--- src/source/softmax_settings.svh ---
/* softmax engine settings
   sample format, vector geometry and fixed-point constants */
`ifndef SOFTMAX_SETTINGS_SVH
`define SOFTMAX_SETTINGS_SVH

// sample width, signed Q16.16
`define SOFTMAX_WIDTH 32

// fraction bits of a sample
`define SOFTMAX_FRAC 16

// elements in one input vector
`define SOFTMAX_TOTAL 18

// lanes per tile, element 0 in the top lane
`define SOFTMAX_TILE 4

// tiles per vector, last one may be partly filled
`define SOFTMAX_NUM_TILES ((`SOFTMAX_TOTAL + `SOFTMAX_TILE - 1) / `SOFTMAX_TILE)

// ln 2 in Q16.16
`define SOFTMAX_LN2_Q 32'h0000_B172

// log2 e in Q16.16
`define SOFTMAX_LOG2E_Q 32'h0001_7154

`endif

--- src/source/softmax_pkg.sv ---
/* softmax engine types
   sample, tile, sum and address vectors plus the pass state encoding */
`default_nettype none

`include "softmax_settings.svh"

package softmax_pkg;

    // one signed Q16.16 element
    typedef logic signed [`SOFTMAX_WIDTH-1:0] sample_t;

    // all lanes of a tile, element 0 in the top lane
    typedef logic [`SOFTMAX_TILE*`SOFTMAX_WIDTH-1:0] tile_t;

    // exp sum, wide enough for every element at 1.0
    typedef logic [`SOFTMAX_WIDTH+$clog2(`SOFTMAX_TOTAL+1)-1:0] sum_t;

    // tile buffer word address
    typedef logic [$clog2(`SOFTMAX_NUM_TILES)-1:0] tile_addr_t;

    // element index, covers padding lanes of the last tile
    typedef logic [$clog2(`SOFTMAX_TOTAL+`SOFTMAX_TILE)-1:0] elem_count_t;

    // pass sequence of the controller
    typedef enum logic [2:0] {
        st_idle,
        st_load,
        st_sum,
        st_log,
        st_emit,
        st_done
    } softmax_state_e;

endpackage

`default_nettype wire

--- src/source/ln_unit.sv ---
/* natural log of the exp sum
   leading-one range reduction with a linear log of the mantissa */
`default_nettype none

`include "softmax_settings.svh"

module ln_unit import softmax_pkg::*; (
    input  sum_t    sum_exp,
    output sample_t ln_sum
);

    localparam int F = `SOFTMAX_FRAC;
    localparam int SW = $bits(sum_t);

    int lead_pos;
    int k_exp;
    sum_t norm;
    logic [F-1:0] mant_frac;
    logic [2*F-1:0] frac_prod;
    sample_t k_term;

    always_comb begin
        // highest set bit wins
        lead_pos = 0;
        for (int i = 0; i < SW; i++) begin
            if (sum_exp[i]) begin
                lead_pos = i;
            end
        end
        // sum = 2^k * (1 + m) in Q16.16
        k_exp = lead_pos - F;
        // move the leading one to bit F
        if (lead_pos >= F) begin
            norm = sum_exp >> (lead_pos - F);
        end else begin
            norm = sum_exp << (F - lead_pos);
        end
        // 16 bits right below the leading one
        mant_frac = norm[F-1:0];
        // ln(1 + m) taken as m * ln2
        frac_prod = mant_frac * `SOFTMAX_LN2_Q;
        // k may be negative for sums under 1.0
        k_term = sample_t'(k_exp * int'(`SOFTMAX_LN2_Q));
        ln_sum = k_term + sample_t'(frac_prod >> F);
    end

endmodule

`default_nettype wire

--- config.mk ---
export PLATFORM = sky130hd
export DESIGN_NAME = ln_unit
export DESIGN_NICKNAME = d
export VERILOG_FILES = /design/src/source/softmax_pkg.sv /design/src/source/ln_unit.sv
export VERILOG_INCLUDE_DIRS = /design/src /design/src/source
export SDC_FILE = /design/constraint.sdc
export NUM_CORES = 1
export LEC_CHECK = 0
export ABC_AREA = 0
export BUFFER_PORTS_ARGS = -buffer_cell sky130_fd_sc_hd__buf_2
export CELL_PAD_IN_SITES_DETAIL_PLACEMENT = 2
export CELL_PAD_IN_SITES_GLOBAL_PLACEMENT = 2
export CORE_AREA = 4 4 163 165
export DETAILED_ROUTE_END_ITERATION = 7
export DIE_AREA = 0 0 167 169
export GPL_ROUTABILITY_DRIVEN = 0
export PLACE_DENSITY = 0.9
export SETUP_SLACK_MARGIN = 0.05
export SYNTH_ARGS = -nofsm -noshare
export SYNTH_HDL_FRONTEND = slang
export SYNTH_SLANG_ARGS = --single-unit
--- constraint.sdc ---
create_clock -name vclk -period 26.3
set_clock_uncertainty 0.05 [all_clocks]
set_input_delay 1.315 -clock vclk [all_inputs]
set_output_delay 1.315 -clock vclk [all_outputs]
set_load 0.02 [all_outputs]
==> metrics.md <==
| Metric | Value |
|---|---|
| Crit end category | `primary output` |
| FILL cells | `~3000` |
| Hold-fix buffers, CTS | `0` |
| IO buf count | `a little under 70` |
| Slowest CP cell | `nor4_1` |
| DRC Markers | `0` |
| WP data required | `between 20000 and 25000 ps` |
| Seq_cells | `0` |
| Via density | `around 6.3` |
| Grt ovf | `0` |
| Post_cts resized | `0` |
| Hold Path Class | `primary input to primary output` |
| Most frequent cells in the layout | `ha_1 (217), inv_1 (182), nand2_1 (99), fa_1 (98), nor2_1 (95)` |
| Initial core utilization | `between 40 and 50%` |
| Post-Syn Instances | `roughly 1300` |
| Layout net count | `roughly 1700` |
| 1st-pass router iterations | `5` |
| First-pass GRT wire length | `67400 um` |
| Worst Setup Start Kind | `primary input` |
| Layout cells sized above 1 | `under 10%` |
| Commonest non-fill, non-tap cell in the layout | `ha_1` |
| Dpl hpwl | `around 37000 um` |
| Part of the Yosys area used for sequential elements | `0%` |
| Avg Inst Size Synth | `~8.1 um2` |
| CP peak stage delay | `970 ps` |
| RSZ-0062 raised after global routing | `no` |
| ANT nets after route | `0` |
| Setup violations, final | `0` |
| Wirelength per Cell | `around 26 um` |
| Worst Setup Path Type | `primary input to primary output` |
| Area growth syn-to-layout | `6.34%` |
| Die width | `about 170 um` |
| Final Hold Viols | `0` |
| Clk_buf instances | `0` |
| Achievable Freq | `around 0.056 GHz` |
| Antenna Cells | `0` |
| Synth Cell Area | `roughly 0.010 mm2` |
| Routed via count | `between 10000 and 15000` |
| I/O Pins | `69` |
| Slew @ Worst Pin | `~1200 ps` |
| Fin crit period | `approximately 18000 ps` |
| CP most frequent cell | `nand2_1` |
| Largest net degree at the start of global routing | `51` |
| Total track usage | `between 20% and 30%` |
| MaxCap Viol Count | `0` |
| Register area | `0 um2` |
| Data arrival, critical path | `between 15000 and 20000 ps` |
| Rel. slew slack | `approximately 17%` |
| Height of the die | `between 150 and 200 um` |
| Netlist cell types | `88` |
| Max-slew violations | `0` |
| Crit path max fanout | `12` |
| Drt total wl | `roughly 43000 um` |
| YS warnings | `0` |
| Row cnt | `just under 60` |
| Antenna violations before repair | `0` |
| CP Launch Point | `sum_exp[20]` |
| Die ar. | `between 0.02 and 0.03 mm2` |
| Worst hold path depth | `9` |
| Status | `finished, final reports clean` |
| DRT iter0 DRCs | `737` |
| Vias in the first global route | `between 10000 and 15000` |
| TNS Setup | `0 ps` |
| Core Box Area | `approximately 0.025 mm2` |
| Hold Path Origin | `sum_exp[0]` |
| Setup Buffers After CTS | `0` |
| Crit share post-route | `67.5%` |
-- synthesized netlist by cell type, types with 22 or more instances --
cell type    n  share of area (%)
fa_1        98                 19
clkbuf_1    29                1.0
ha_1       218                 26
nand3_1     28                1.4
nand2_1     99                3.6
nor2_1      95                3.4
xnor2_1     49                4.1
a211oi_1    22                1.6
a21oi_1     70                3.4
o21ai_0     50                2.4
mux2i_1     46                4.4
inv_1      182                6.6
-- through the flow --
step	instances	area [um2]	hold WS (ps)	util, %	setup WS [ps]
global placement	1650	11000	3750	44.1	10480
detailed placement	1650	11000	3860	44.1	8860
floorplan	1289	10400	3280	-	11590
finish	1650	11000	3930	44.1	8530
CTS	1650	11000	3880	44.1	8830
global route	1650	11000	4000	44.1	7740
-- kinds of logic after synthesis --
group | after synthesis | share of synthesized area, %
and+or+nand+nor | 329 | 15.0
adders and majority gates | 317 | 45.3
AOI/OAI and AO/OA | 281 | 19.0
buffers and inverters | 237 | 8.91
xor gates and xnor gates | 70 | 5.91
muxes | 53 | 5.85
other | 1 | 0.0361
-- metal layers --
metal  GRT usage (%)  wire (um)  vias to the layer above
li1                -          -                     4546
met1            33.8      16400                     5231
met2            56.5      22600                      427
met3            2.83       1970                      151
met4            13.0       2280                        0
met5               0          0                        -
-- critical path, delay by kind of cell --
| family | cells | cell delay (ps) |
|---|---|---|
| compound gates | 16 | 4670 |
| simple gates | 20 | 4610 |
| fa+ha+maj | 9 | 3540 |
| buf+inv | 7 | 1290 |
| xor+xnor | 2 | 570 |
| mux | 1 | 380 |
-- cell type report --
| type | count | area (um2) | share of cell area, % |
|---|---|---|---|
| inverters | 185 | 694 | 6.29 |
| well taps | 330 | 413 | 3.74 |
| multi-input cells | 1052 | 9480 | 85.9 |
| repair buffers | 83 | 450 | 4.08 |
-- worst paths after layout --
| kind | slack [ps] | to |
|---|---|---|
| min | 3930 | ln_sum[0] |
| max | 8530 | ln_sum[27] |
Power is left out: the tool's default activity adds up to more than one toggle a clock period on the data nets, which glitch-free logic cannot reach.
