===== src/source/softmax_settings.svh =====
/* softmax engine settings
   sample format, vector geometry and fixed-point constants */
`ifndef SOFTMAX_SETTINGS_SVH
`define SOFTMAX_SETTINGS_SVH

// sample width, signed Q16.16
`define SOFTMAX_WIDTH 32

// fraction bits of a sample
`define SOFTMAX_FRAC 16

// elements in one input vector
`define SOFTMAX_TOTAL 18

// lanes per tile, element 0 in the top lane
`define SOFTMAX_TILE 4

// tiles per vector, last one may be partly filled
`define SOFTMAX_NUM_TILES ((`SOFTMAX_TOTAL + `SOFTMAX_TILE - 1) / `SOFTMAX_TILE)

// ln 2 in Q16.16
`define SOFTMAX_LN2_Q 32'h0000_B172

// log2 e in Q16.16
`define SOFTMAX_LOG2E_Q 32'h0001_7154

`endif


===== src/source/softmax_pkg.sv =====
/* softmax engine types
   sample, tile, sum and address vectors plus the pass state encoding */
`default_nettype none

`include "softmax_settings.svh"

package softmax_pkg;

    // one signed Q16.16 element
    typedef logic signed [`SOFTMAX_WIDTH-1:0] sample_t;

    // all lanes of a tile, element 0 in the top lane
    typedef logic [`SOFTMAX_TILE*`SOFTMAX_WIDTH-1:0] tile_t;

    // exp sum, wide enough for every element at 1.0
    typedef logic [`SOFTMAX_WIDTH+$clog2(`SOFTMAX_TOTAL+1)-1:0] sum_t;

    // tile buffer word address
    typedef logic [$clog2(`SOFTMAX_NUM_TILES)-1:0] tile_addr_t;

    // element index, covers padding lanes of the last tile
    typedef logic [$clog2(`SOFTMAX_TOTAL+`SOFTMAX_TILE)-1:0] elem_count_t;

    // pass sequence of the controller
    typedef enum logic [2:0] {
        st_idle,
        st_load,
        st_sum,
        st_log,
        st_emit,
        st_done
    } softmax_state_e;

endpackage

`default_nettype wire


===== src/source/exp_tile.sv =====
/* exp tile unit
   per-lane exp of lane minus offset via base-2 split, one register stage */
`default_nettype none

`include "softmax_settings.svh"

module exp_tile import softmax_pkg::*; (
    input  logic    clk,
    input  logic    rst_n,
    input  logic    in_valid,
    input  tile_t   in_tile,
    input  sample_t offset,
    output logic    out_valid,
    output tile_t   out_tile
);

    localparam int W = `SOFTMAX_WIDTH;
    localparam int F = `SOFTMAX_FRAC;
    localparam sample_t ONE_Q = sample_t'(1 << F);

    tile_t exp_next;

    // exp(x - off) = 2^-(n + f), with 2^-f taken as 1 - f/2
    function automatic sample_t lane_exp(input sample_t x, input sample_t off);
        logic signed [W:0] diff;
        logic [W:0] neg_d;
        logic [2*W:0] prod;
        logic [2*W-2*F:0] n_int;
        logic [F-1:0] f_frac;
        sample_t mant;
        // one extra bit so the difference never wraps
        diff = (W+1)'(x) - (W+1)'(off);
        // clamp d to at most zero
        if (diff > 0) begin
            neg_d = '0;
        end else begin
            neg_d = -diff;
        end
        // t = -d * log2e, kept with two fraction fields
        prod = neg_d * `SOFTMAX_LOG2E_Q;
        n_int = prod[2*W:2*F];
        f_frac = prod[2*F-1:F];
        mant = ONE_Q - sample_t'(f_frac >> 1);
        // shifted out completely
        if (n_int >= 31) begin
            return '0;
        end
        return mant >> n_int;
    endfunction

    // lane order does not matter here, every lane gets the same rule
    always_comb begin
        for (int i = 0; i < `SOFTMAX_TILE; i++) begin
            exp_next[i*W +: W] = lane_exp(in_tile[i*W +: W], offset);
        end
    end

    always_ff @(posedge clk) begin
        if (!rst_n) begin
            out_valid <= 1'b0;
        end else begin
            out_valid <= in_valid;
        end
    end

    // result lanes, only loaded on a valid tile
    always_ff @(posedge clk) begin
        if (in_valid) begin
            out_tile <= exp_next;
        end
    end

endmodule

`default_nettype wire


===== config.mk =====
export PLATFORM = sky130hd
export DESIGN_NAME = exp_tile
export DESIGN_NICKNAME = d
export VERILOG_FILES = /design/src/source/softmax_pkg.sv /design/src/source/exp_tile.sv
export VERILOG_INCLUDE_DIRS = /design/src /design/src/source
export SDC_FILE = /design/constraint.sdc
export NUM_CORES = 2
export LEC_CHECK = 0
export BUFFER_PORTS_ARGS = -buffer_cell sky130_fd_sc_hd__buf_4
export CORE_UTILIZATION = 50
export DETAILED_ROUTE_END_ITERATION = 10
export PLACE_DENSITY = 0.67
export SYNTH_ARGS = -nofsm -noshare
export SYNTH_HDL_FRONTEND = slang
export SYNTH_SLANG_ARGS = --single-unit

===== constraint.sdc =====
create_clock -name clk -period 17.63 [get_ports clk]
set_input_delay 0.8815 -clock clk [delete_from_list [all_inputs] [get_ports clk]]
set_output_delay 0.8815 -clock clk [all_outputs]
set_load 0.01 [all_outputs]

==> run summary <==
The warning count from the yosys run is 0. Along the worst path, the maximum fanout reaches 41. After detailed routing, the number of remaining DRC violations is 0.

The detail-routed via count per cell is 5.94. The post-detailed-route wirelength per cell came out at 20.2 µm. After global routing the overflow that remains totals 0. The final critical delay including setup and external delays is 13.16 ns. After synthesis, flip-flops and latches occupy 3.67% of the total area.

The number of nets with antenna violations after detailed routing is 0. The initial antenna violation count is 14. Among the stages of the critical path, the cell type that occurs most often is sky130_fd_sc_hd__fa_1. In the final timing run, aggregate negative setup slack is 0 ns. The slew of the pin with the lowest slew margin came out at 1.25 ns. The synthesized design contains 68 enable-type register cells. The highest attainable clock frequency came out at 0.0760 GHz. The endpoint kind of the worst setup timing path is a flip-flop. The post-cts hold buffer count is 0. The number of sinks handled by clock tree synthesis came out at 69. The initial core utilization came out at 50.6%. At the worst endpoint, the arrival time is 13.41 ns.

The final hold violation count came out at 0. The number of slew-limit violations in the final report is 0. The die area came out at 0.114 mm². In the final routing, the length of wire on met1 measures 80100 µm.

The count of different cell masters after synthesis is 97. The total of cells resized after clock tree synthesis came out at 0. The mean post-synth cell area is 8.26 µm².

The proportion of layout cells with a drive suffix above 1 came out at 5.20%. The final net count came out at 8686. The global-route wire length before repair came out at 265000 µm. The library cell used most frequently in the layout, excluding fill and tap cells, is sky130_fd_sc_hd__inv_1. In this run the core area contains 122 standard-cell rows. In this run, CTS created clock tree buffers numbering 9. The worst pin sits at a relative slew slack of 15.8%.

For this block, the initial DRC count from the detailed router was 3958. The data required time at the worst endpoint came out at 17.87 ns. The die height came out at 337 µm. The tightest hold path in the finished design has a slack of 0.667 ns. The top cell types in the final layout, fill and taps aside, are 1055 x sky130_fd_sc_hd__inv_1, 988 x sky130_fd_sc_hd__ha_1, 688 x sky130_fd_sc_hd__fa_1.

During I/O placement, the number of pins put on the boundary was 292. The maximum number of pins on one net before global-route repair came out at 58. Setup repair after global routing left no endpoint under its margin.

The HPWL after detailed placement came out at 147000 µm. The maximum number of buffers from clock root to sink is 2. The number of H-tree levels came out at 3.

After clock tree synthesis, the clock-pin slew on the worst setup and hold paths is 0.07 ns. After detailed routing, the total wire length is 169000 µm. The die width is 337 µm.

The detailed-routed wire length on met3 came out at 14200 µm. Summing every instance area after synthesis gives 0.0561 mm². The area overhead of the layout relative to synthesis is 5.40%. The length of the first detailed-routing pass in iterations is 6. Among all flip-flop cells after synthesis, the most frequent one is sky130_fd_sc_hd__edfxtp_1.

TritonCTS built the clock tree. At the end of routability-driven placement, the weighted congestion stood at 0.985. On the critical path, the stage with the largest delay is an instance of sky130_fd_sc_hd__nor3_1.

The top metal layer carrying routed signals is met5. The overall routing resource usage came out at 29.4%. The final count of negative-setup-slack endpoints came out at 0.

The share of flip-flops with an asynchronous set or reset after synthesis is 0%. In the finished design, the share of the clock period the worst path needs comes to 74.7%. The synthesized design contains 69 register bits. The startpoint type of the worst setup path is an input pin. The via count of the first global-routing pass is 47788.

After detailed routing, the met2 layer carries 71500 µm of wire. The area of the core region is 0.111 mm². The number of violations of the max-capacitance limit came out at 0.

In this run the worst hold path is classified as in -> reg. The via count is 49587. The run finished with clean final reports.

On the worst path, the slowest cell contributes a delay of 0.78 ns. The critical path is of the in -> reg type. The tree is rooted in a sky130_fd_sc_hd__clkbuf_16. The total setup buffers inserted after CTS is 0. After technology mapping, the gate count stands at 6798. Port buffering added 231 buffers.
## cell usage after synthesis (55+ instances only)
cell                          n  area, µm²
sky130_fd_sc_hd__o21ai_0    247       1240
sky130_fd_sc_hd__nand3_1    141        706
sky130_fd_sc_hd__or3_1       78        488
sky130_fd_sc_hd__o211ai_1    64        480
sky130_fd_sc_hd__xnor2_1    168       1470
sky130_fd_sc_hd__and3_1      66        413
sky130_fd_sc_hd__and2_1      77        482
sky130_fd_sc_hd__o21a_1      60        450
sky130_fd_sc_hd__edfxtp_1    68       2040
sky130_fd_sc_hd__nand4_1    106        663
sky130_fd_sc_hd__fa_1       688      13800
sky130_fd_sc_hd__nor3_1     188        941
sky130_fd_sc_hd__a21o_1     167       1250
sky130_fd_sc_hd__ha_1       988      12400
sky130_fd_sc_hd__nand2_1    371       1390
sky130_fd_sc_hd__a211oi_1    83        623
sky130_fd_sc_hd__clkbuf_1   194        728
sky130_fd_sc_hd__nor2b_1     55        344
sky130_fd_sc_hd__nor2_1     498       1870
sky130_fd_sc_hd__buf_4       61        458
sky130_fd_sc_hd__a21oi_1    386       1930
sky130_fd_sc_hd__nor4_1      55        344
sky130_fd_sc_hd__xor2_1     126       1100
sky130_fd_sc_hd__inv_1     1055       3960
sky130_fd_sc_hd__a31oi_1     57        357
## cells by family (layout without fill, tap and decap cells)
| logic type | Yosys count | count (layout) | share of synthesized area (%) |
|---|---|---|---|
| buf+inv | 1334 | 1329 | 9.36 |
| fa+ha+maj | 1676 | 1676 | 46.6 |
| mux | 52 | 52 | 0.950 |
| compound gates | 1510 | 1510 | 18.0 |
| simple gates | 1862 | 1862 | 16.9 |
| xor+xnor | 294 | 294 | 4.59 |
| flops | 69 | 69 | 3.67 |
| other cells | 1 | 63 | 0.00668 |
## final timing paths
check / slack (ns) / start / end / cells past startpoint
setup / recovery: 4.47 / offset[1] / out_tile[1] / 36
hold / removal: 0.67 / rst_n / out_valid / 2
## flip-flops by register name, summed over array words and instances, names as in the netlist
| register | count |
|---|---|
| out_tile | 68 |
| out_valid | 1 |
## metal layers
layer	vias to the layer above	track usage [%]
li1	23788	-
met1	23986	43.3
met2	1647	44.1
met3	150	6.28
met4	16	5.73
met5	-	0
## per-stage QoR
stage	worst slack, ns	area (µm²)	cells	utilization [%]
after floorplan	6.26	56400	6857	-
after global placement	4.35	58900	8324	53.1
after detailed placement	4.30	58900	8324	53.1
after CTS	4.73	59200	8340	53.3
after global routing	3.62	59200	8340	53.3
final	4.47	59200	8343	53.3
## cell type report
type                    instances  area [µm²]
fillers                     10556       51800
multi-input cells            5454       49100
inverters                    1055        3960
flip-flops and latches         69        2060
repair buffers                258        1940
well taps                    1488        1860
clock buffers                  13         250
clock inverters                 3        15.0
diodes                          3        7.51
## critical path, delay by kind of cell
kind                     cells  cell delay, ns
AO/OA/AOI/OAI               12            3.68
XOR/XNOR                     1            0.43
adder cells (fa/ha/maj)      8            3.55
buffers and inverters        4            0.59
multiplexers                 1            0.14
AND/OR/NAND/NOR             10            4.12
Power is not shown: default switching activity piles up to over one toggle a cycle in this logic, so the estimate is an artifact.
