**src/source/softmax_settings.svh**
```systemverilog
/* softmax engine settings
   sample format, vector geometry and fixed-point constants */
`ifndef SOFTMAX_SETTINGS_SVH
`define SOFTMAX_SETTINGS_SVH

// sample width, signed Q16.16
`define SOFTMAX_WIDTH 32

// fraction bits of a sample
`define SOFTMAX_FRAC 16

// elements in one input vector
`define SOFTMAX_TOTAL 18

// lanes per tile, element 0 in the top lane
`define SOFTMAX_TILE 4

// tiles per vector, last one may be partly filled
`define SOFTMAX_NUM_TILES ((`SOFTMAX_TOTAL + `SOFTMAX_TILE - 1) / `SOFTMAX_TILE)

// ln 2 in Q16.16
`define SOFTMAX_LN2_Q 32'h0000_B172

// log2 e in Q16.16
`define SOFTMAX_LOG2E_Q 32'h0001_7154

`endif

```
**src/source/softmax_pkg.sv**
```systemverilog
/* softmax engine types
   sample, tile, sum and address vectors plus the pass state encoding */
`default_nettype none

`include "softmax_settings.svh"

package softmax_pkg;

    // one signed Q16.16 element
    typedef logic signed [`SOFTMAX_WIDTH-1:0] sample_t;

    // all lanes of a tile, element 0 in the top lane
    typedef logic [`SOFTMAX_TILE*`SOFTMAX_WIDTH-1:0] tile_t;

    // exp sum, wide enough for every element at 1.0
    typedef logic [`SOFTMAX_WIDTH+$clog2(`SOFTMAX_TOTAL+1)-1:0] sum_t;

    // tile buffer word address
    typedef logic [$clog2(`SOFTMAX_NUM_TILES)-1:0] tile_addr_t;

    // element index, covers padding lanes of the last tile
    typedef logic [$clog2(`SOFTMAX_TOTAL+`SOFTMAX_TILE)-1:0] elem_count_t;

    // pass sequence of the controller
    typedef enum logic [2:0] {
        st_idle,
        st_load,
        st_sum,
        st_log,
        st_emit,
        st_done
    } softmax_state_e;

endpackage

`default_nettype wire

```
**src/source/tile_buffer.sv**
```systemverilog
/* tile buffer
   one write port and one registered read port, one tile per word */
`default_nettype none

`include "softmax_settings.svh"

module tile_buffer import softmax_pkg::*; (
    input  logic       clk,
    input  logic       we,
    input  tile_addr_t wr_addr,
    input  tile_t      wr_tile,
    input  tile_addr_t rd_addr,
    output tile_t      rd_tile
);

    // one word per tile of the vector
    tile_t mem [`SOFTMAX_NUM_TILES];

    // write side, load pass only
    always_ff @(posedge clk) begin
        if (we) begin
            mem[wr_addr] <= wr_tile;
        end
    end

    // registered read, data one cycle after the address
    // maps onto block RAM output register
    always_ff @(posedge clk) begin
        rd_tile <= mem[rd_addr];
    end

endmodule

`default_nettype wire

```
**config.mk**
```make
export PLATFORM = sky130hd
export DESIGN_NAME = tile_buffer
export DESIGN_NICKNAME = d
export VERILOG_FILES = /design/src/source/softmax_pkg.sv /design/src/source/tile_buffer.sv
export VERILOG_INCLUDE_DIRS = /design/src /design/src/source
export SDC_FILE = /design/constraint.sdc
export NUM_CORES = 1
export LEC_CHECK = 0
export BUFFER_PORTS_ARGS = -buffer_cell sky130_fd_sc_hd__clkbuf_2
export CAP_MARGIN = 20
export CORE_UTILIZATION = 40
export DETAILED_ROUTE_END_ITERATION = 10
export PLACE_DENSITY = 0.59
export SLEW_MARGIN = 20
export SYNTH_ARGS = -nofsm -noshare
export SYNTH_HDL_FRONTEND = slang
export SYNTH_SLANG_ARGS = --single-unit
```
**constraint.sdc**
```tcl
create_clock -name clk -period 27.6 [get_ports clk]
set_input_delay 8.28 -clock clk [delete_from_list [all_inputs] [get_ports clk]]
set_output_delay 8.28 -clock clk [all_outputs]
set_load 0.01 [all_outputs]
```
==> results of run 1 <==
==> cells by family after synthesis <==
kind of cell / share of synthesized area (%)
buf+inv: 3.862
flops: 79.46
simple gates: 3.131
mux: 4.674
compound gates: 8.873
==> cell type report <==
type	count	area, µm²
Antenna cell	2	5.005
Clock buffer	106	2282
Clock inverter	42	394.1
Fill cell	5733	35340
Inverter	128	480.5
Multi-Input combinational cell	520	4632
Sequential cell	768	21780
Tap cell	873	1092
Timing Repair Buffer	280	1510
==> cell usage after synthesis <==
master and n:
a221oi_2 56, nor2b_1 128, buf_2 23, edfxtp_1 640, nor4bb_1 2, nor4b_1 1
mux2i_1 128, a211oi_1 128, nand2_1 1, buf_4 11, nor3_1 1, nor2_1 1
clkbuf_1 31, and4b_1 1, buf_1 3, inv_1 128, a221oi_1 72, nand2b_1 1
buf_12 7, buf_6 10, dfxtp_1 128
==> metrics by stage <==
step	power, mW	hold WS [ns]	instances	worst slack, ns
after floorplan	1.418	0.5069	1501	5.054
after global placement	1.467	0.5145	2569	16.54
after detailed placement	1.470	0.5198	2569	16.43
after CTS	2.548	0.5296	2717	17.08
after global routing	2.604	0.5404	2719	16.88
final	2.515	0.5256	2719	17.04
==> report_power, final <==
| group | internal [mW] | switching, mW | leakage, nW |
|---|---|---|---|
| clock network | 0.640 | 0.433 | 1.33 |
| logic | 0.0456 | 0.0804 | 3.33 |
| registers | 1.30 | 0.0125 | 6.89 |
| total | 1.99 | 0.526 | 11.6 |
==> final timing paths <==
path                                  from           end  slack, ns
worst max-delay path            rd_addr[0]  rd_tile[108]      17.04
worst min-delay path             mem[4][6]    rd_tile[6]       0.53
worst max register to register  mem[2][26]   rd_tile[26]      26.55
worst min register to register   mem[4][6]    rd_tile[6]       0.53
==> worst max-delay path, stage by stage <==
cell and delay, ns:
buf_8 0.50, buf_4 0.87, buf_4 0.71, nor2b_1 0.12
a211oi_1 0.27, a221oi_2 0.06
==> registers in the layout, summed over array words and instances, names as in the netlist <==
name / flops
mem: 640
rd_tile: 128
==> metal layers <==
| metal | up-vias | wire length [µm] | global-route usage [%] |
|---|---|---|---|
| met5 | - | 66 | 0 |
| met4 | 10 | 1065 | 5.075 |
| met3 | 87 | 3095 | 3.999 |
| met2 | 292 | 27160 | 26.22 |
| met1 | 6851 | 24470 | 21.03 |
| li1 | 6395 | - | - |
==> results.py, run 1 <==
metrics = {
    "cts": {
        "postCtsSetupBuffers": 0,
        "cts_tree": "built",
        "clk_latency_ns": 0.61,
        "root_buffer": "clkbuf_16",
        "clkTransAtPathRegs_ns": 0.06,
        "clkSinkCount": 768,
        "ctsResizeCount": 0,
        "hold_buffers": 0,
        "cts_buffer_depth": 3,
        "htree_levels": 3,
        "cts_made_buffers": 80,
    },
    "synth": {
        "synth.net_count": 1637,
        "synth_area_leaders": "edfxtp_1 70%, dfxtp_1 9.3%, mux2i_1 4.7%",
        "ys.warnings.count": 0,
        "synth_top_cell_area_share_pct": 70.11,
        "netlist_area_um2": 27410,
        "ys_ff_latch": 768,
        "synth.avg_cell_area_um2": 18.26,
        "synth-seq-area-share_pct": 79.46,
        "synth.distinct_cells": 21,
        "syn-instance-count": 1501,
        "yosysTopAreaCell": "edfxtp_1",
    },
    "place": {
        "dpl_cell_area_um2": 29500,
        "dp.final_hpwl_mm": 27.98,
        "gp_congestion": 0.7146,
        "numPortBuffers": 263,
    },
    "finish": {
        "syn_to_final_growth_pct": 17.39,
        "finalNetCount": 1914,
        "final_util_pct": 47.66,
        "finalInstanceArea_um2": 32180,
        "final_common_cell": "edfxtp_1",
        "drive_gt1_share_pct": 25.81,
        "final_cell_mix": "640 x edfxtp_1, 261 x clkbuf_2",
    },
    "worst_hold_path": {
        "min_path_type": "reg -> reg",
        "worstHoldPathCells": 2,
    },
    "floorplan": {
        "fp.dieW_um": 263.8,
        "io_pins": 264,
        "rows": 95,
        "dieHeight_um": 263.8,
        "start_util_pct": 40.60,
        "die_area_um2": 69580,
        "core_area_um2": 67510,
    },
    "sta": {
        "rsz0062_at_grt": "no",
        "max_slew_margin_pct": 31.83,
        "slew_viol_final": 0,
        "period_share_pct": 38.25,
        "setup_violations": 0,
        "fin_tns_setup_ns": 0,
        "skew_ns": 0.02028,
        "post-route-min-period_ns": 10.56,
        "hold_viol_final": 0,
        "fmax_mhz": 94.73,
        "tightestPinTransition_ns": 1.023,
    },
    "critical_path": {
        "start_kind": "primary input",
        "crit_fanout": 93,
        "required_ns": 28.04,
        "cp.arrival_ns": 10.99,
        "cp-end-kind": "register",
        "r2r_cells": 3,
        "path_class": "in -> reg",
    },
    "drt": {
        "drtPass1Iterations": 6,
        "ant_nets": 0,
        "viasPerCell": 5.015,
        "via_count": 13640,
        "wire_per_inst_um": 20.54,
        "drt_iter0_drc": 800,
        "post-route-drc-count": 0,
        "drt-total-wl_mm": 55.86,
    },
    "power": {
        "power_density_nw_per_um2": 78.18,
        "ir_worst_vdd_mv": 0.05297,
        "p_leak_nw": 11.56,
    },
    "grt": {
        "gr-total-overflow": 0,
        "globalRouteTotalUtil_pct": 16.04,
        "grt_max_degree": 129,
        "grt_pass1_wl_mm": 84.39,
        "antenna_found_initial": 7,
        "grt_pass1_vias": 14020,
    },
    "outcome": {
        "status": "finished, final reports clean",
    },
    "run": {
        "drv_cap": 0,
    },
}
Note: power is estimated with default switching activity, not from simulation.
==> run 2: changes to the inputs <==
--- a/config.mk
+++ b/config.mk
@@ -10,7 +10,7 @@
 export CAP_MARGIN = 20
 export CORE_UTILIZATION = 40
 export DETAILED_ROUTE_END_ITERATION = 10
-export PLACE_DENSITY = 0.59
+export PLACE_DENSITY = 0.61
 export SLEW_MARGIN = 20
 export SYNTH_ARGS = -nofsm -noshare
 export SYNTH_HDL_FRONTEND = slang
==> constraint.sdc (replaced) <==
create_clock -name clk -period 9.7 [get_ports clk]
set_input_delay 2.91 -clock clk [delete_from_list [all_inputs] [get_ports clk]]
set_output_delay 2.91 -clock clk [all_outputs]
set_load 0.01 [all_outputs]
==> results.py, run 2 (synthesis gave the netlist of run 1 again) <==
metrics = {
    "drt": {
        "post-route-drc-count": 0,
        "via_count": 13670,
        "drt-total-wl_mm": 54.98,
        "viasPerCell": 5.018,
        "ant_nets": 0,
        "wire_per_inst_um": 20.19,
        "drt_iter0_drc": 808,
        "drtPass1Iterations": 4,
    },
    "sta": {
        "fin_tns_setup_ns": 0,
        "max_slew_margin_pct": 32.28,
        "tightestPinTransition_ns": 1.016,
        "slew_viol_final": 0,
        "skew_ns": 0.01882,
        "hold_viol_final": 0,
        "period_share_pct": 48.85,
        "rsz0062_at_grt": "no",
        "fmax_mhz": 211.1,
        "post-route-min-period_ns": 4.738,
        "setup_violations": 0,
    },
    "critical_path": {
        "crit_buf_inv": 2,
        "cpPeakStageDelay_ns": 0.78,
        "path_cells": "buf_6 > nand2b_4 > buf_4 > a211oi_1 > a221oi_1",
        "cp_top_family": "buffers and inverters",
        "cp.arrival_ns": 5.23,
        "start_kind": "primary input",
        "required_ns": 10.19,
        "cp-end-kind": "register",
        "crit_fanout": 57,
        "path_class": "in -> reg",
        "critPathSlowestCell": "buf_4",
    },
    "power": {
        "p_leak_nw": 11.65,
        "p_comb_share_pct": 4.8,
        "clockPowerShare_pct": 44.4,
        "power_mw": 7.377,
        "swShare_pct": 20.67,
        "p_sw_mw": 1.525,
        "ir_worst_vdd_mv": 0.1409,
        "p_int_mw": 5.852,
        "sequentialPowerShare_pct": 50.8,
        "power_density_nw_per_um2": 227.5,
    },
    "outcome": {
        "status": "finished, final reports clean",
    },
    "grt": {
        "grt_pass1_vias": 14090,
        "globalRouteTotalUtil_pct": 15.79,
        "grt_max_degree": 145,
        "met3_usage_pct": 3.663,
        "use_met2_pct": 26.63,
        "grt_busiest_layer": "met2",
        "grt_pass1_wl_mm": 83.67,
        "antenna_found_initial": 6,
        "grt_use_met1_pct": 20.25,
        "gr-total-overflow": 0,
    },
    "floorplan": {
        "die_area_um2": 69580,
        "rows": 95,
        "io_pins": 264,
        "start_util_pct": 40.60,
        "core_area_um2": 67510,
        "dieHeight_um": 263.8,
        "fp.dieW_um": 263.8,
    },
    "place": {
        "gp_congestion": 0.6989,
        "dp.final_hpwl_mm": 27.83,
        "numPortBuffers": 263,
    },
    "finish": {
        "drive_gt1_share_pct": 25.92,
        "largest_reg_flops": 640,
        "largest_registers": "mem (640), rd_tile (128)",
        "fill_cells": 5636,
        "final_cell_mix": "640 x edfxtp_1, 261 x clkbuf_2",
        "final_common_cell": "edfxtp_1",
        "finalNetCount": 1915,
        "largest-register": "mem",
        "final_util_pct": 48.03,
        "syn_to_final_growth_pct": 18.30,
    },
    "cts": {
        "clk_latency_ns": 0.61,
        "cts_made_buffers": 82,
        "postCtsSetupBuffers": 0,
        "cts_tree": "built",
        "cts_buffer_depth": 3,
        "clkTransAtPathRegs_ns": 0.06,
        "hold_buffers": 0,
        "htree_levels": 3,
        "clkSinkCount": 768,
        "ctsResizeCount": 0,
        "root_buffer": "clkbuf_16",
    },
    "run": {
        "drv_cap": 0,
    },
    "worst_hold_path": {
        "min_path_type": "reg -> reg",
    },
}
## run 2: final cells by class
cell class	count	area (µm²)	share of cell area [%]
sequential	768	21780	67.17
clock buffer	99	2207	6.806
tap	873	1092	3.368
timing repair buffer	279	1515	4.673
antenna	2	5.005	0.01543
multi-input combinational	520	4647	14.33
inverter	128	480.5	1.482
clock inverter	54	699.4	2.157
## run 2: metal layers
layer,wire [µm],share of wire (%),up-vias
met5,62,0.11,-
met4,904,1.6,10
met3,2803,5.1,82
met2,27260,50,263
met1,23950,44,6903
li1,-,-,6407
## run 2: worst register-to-register path: cells and delay by family, from the launching register on
kind             cells  cell delay [ns]
flip-flops           1             0.37
AO/OA/AOI/OAI        2             0.37
AND/OR/NAND/NOR      1             0.15
## run 2: stage by stage
step                      instances  setup slack (ns)  instance area (µm²)  hold WS, ns
after global placement         2568             4.324                29520       0.5126
after floorplan                1501             1.296                27460       0.5069
after CTS                      2721             4.941                32420       0.5251
final                          2723             4.962                32430       0.5238
after global routing           2722             4.830                32420       0.5468
after detailed placement       2568             4.281                29520       0.5220
## run 2: final timing paths
check,from,to,slack [ns],depth (start not counted)
min reg2reg,mem[4][29],rd_tile[29],0.52,2
min,mem[4][29],rd_tile[29],0.52,2
max reg2reg,mem[2][100],rd_tile[100],8.66,3
max,rd_addr[2],rd_tile[0],4.96,5
## run 2: power by group through the flow
stage / Clock, mW / Sequential (mW) / Combinational (mW)
global placement: 0 / 3.82 / 0.357
global route: 3.48 / 3.76 / 0.391
detailed placement: 0 / 3.82 / 0.366
CTS: 3.36 / 3.75 / 0.367
finish: 3.27 / 3.75 / 0.357
floorplan: 0 / 3.84 / 0.184
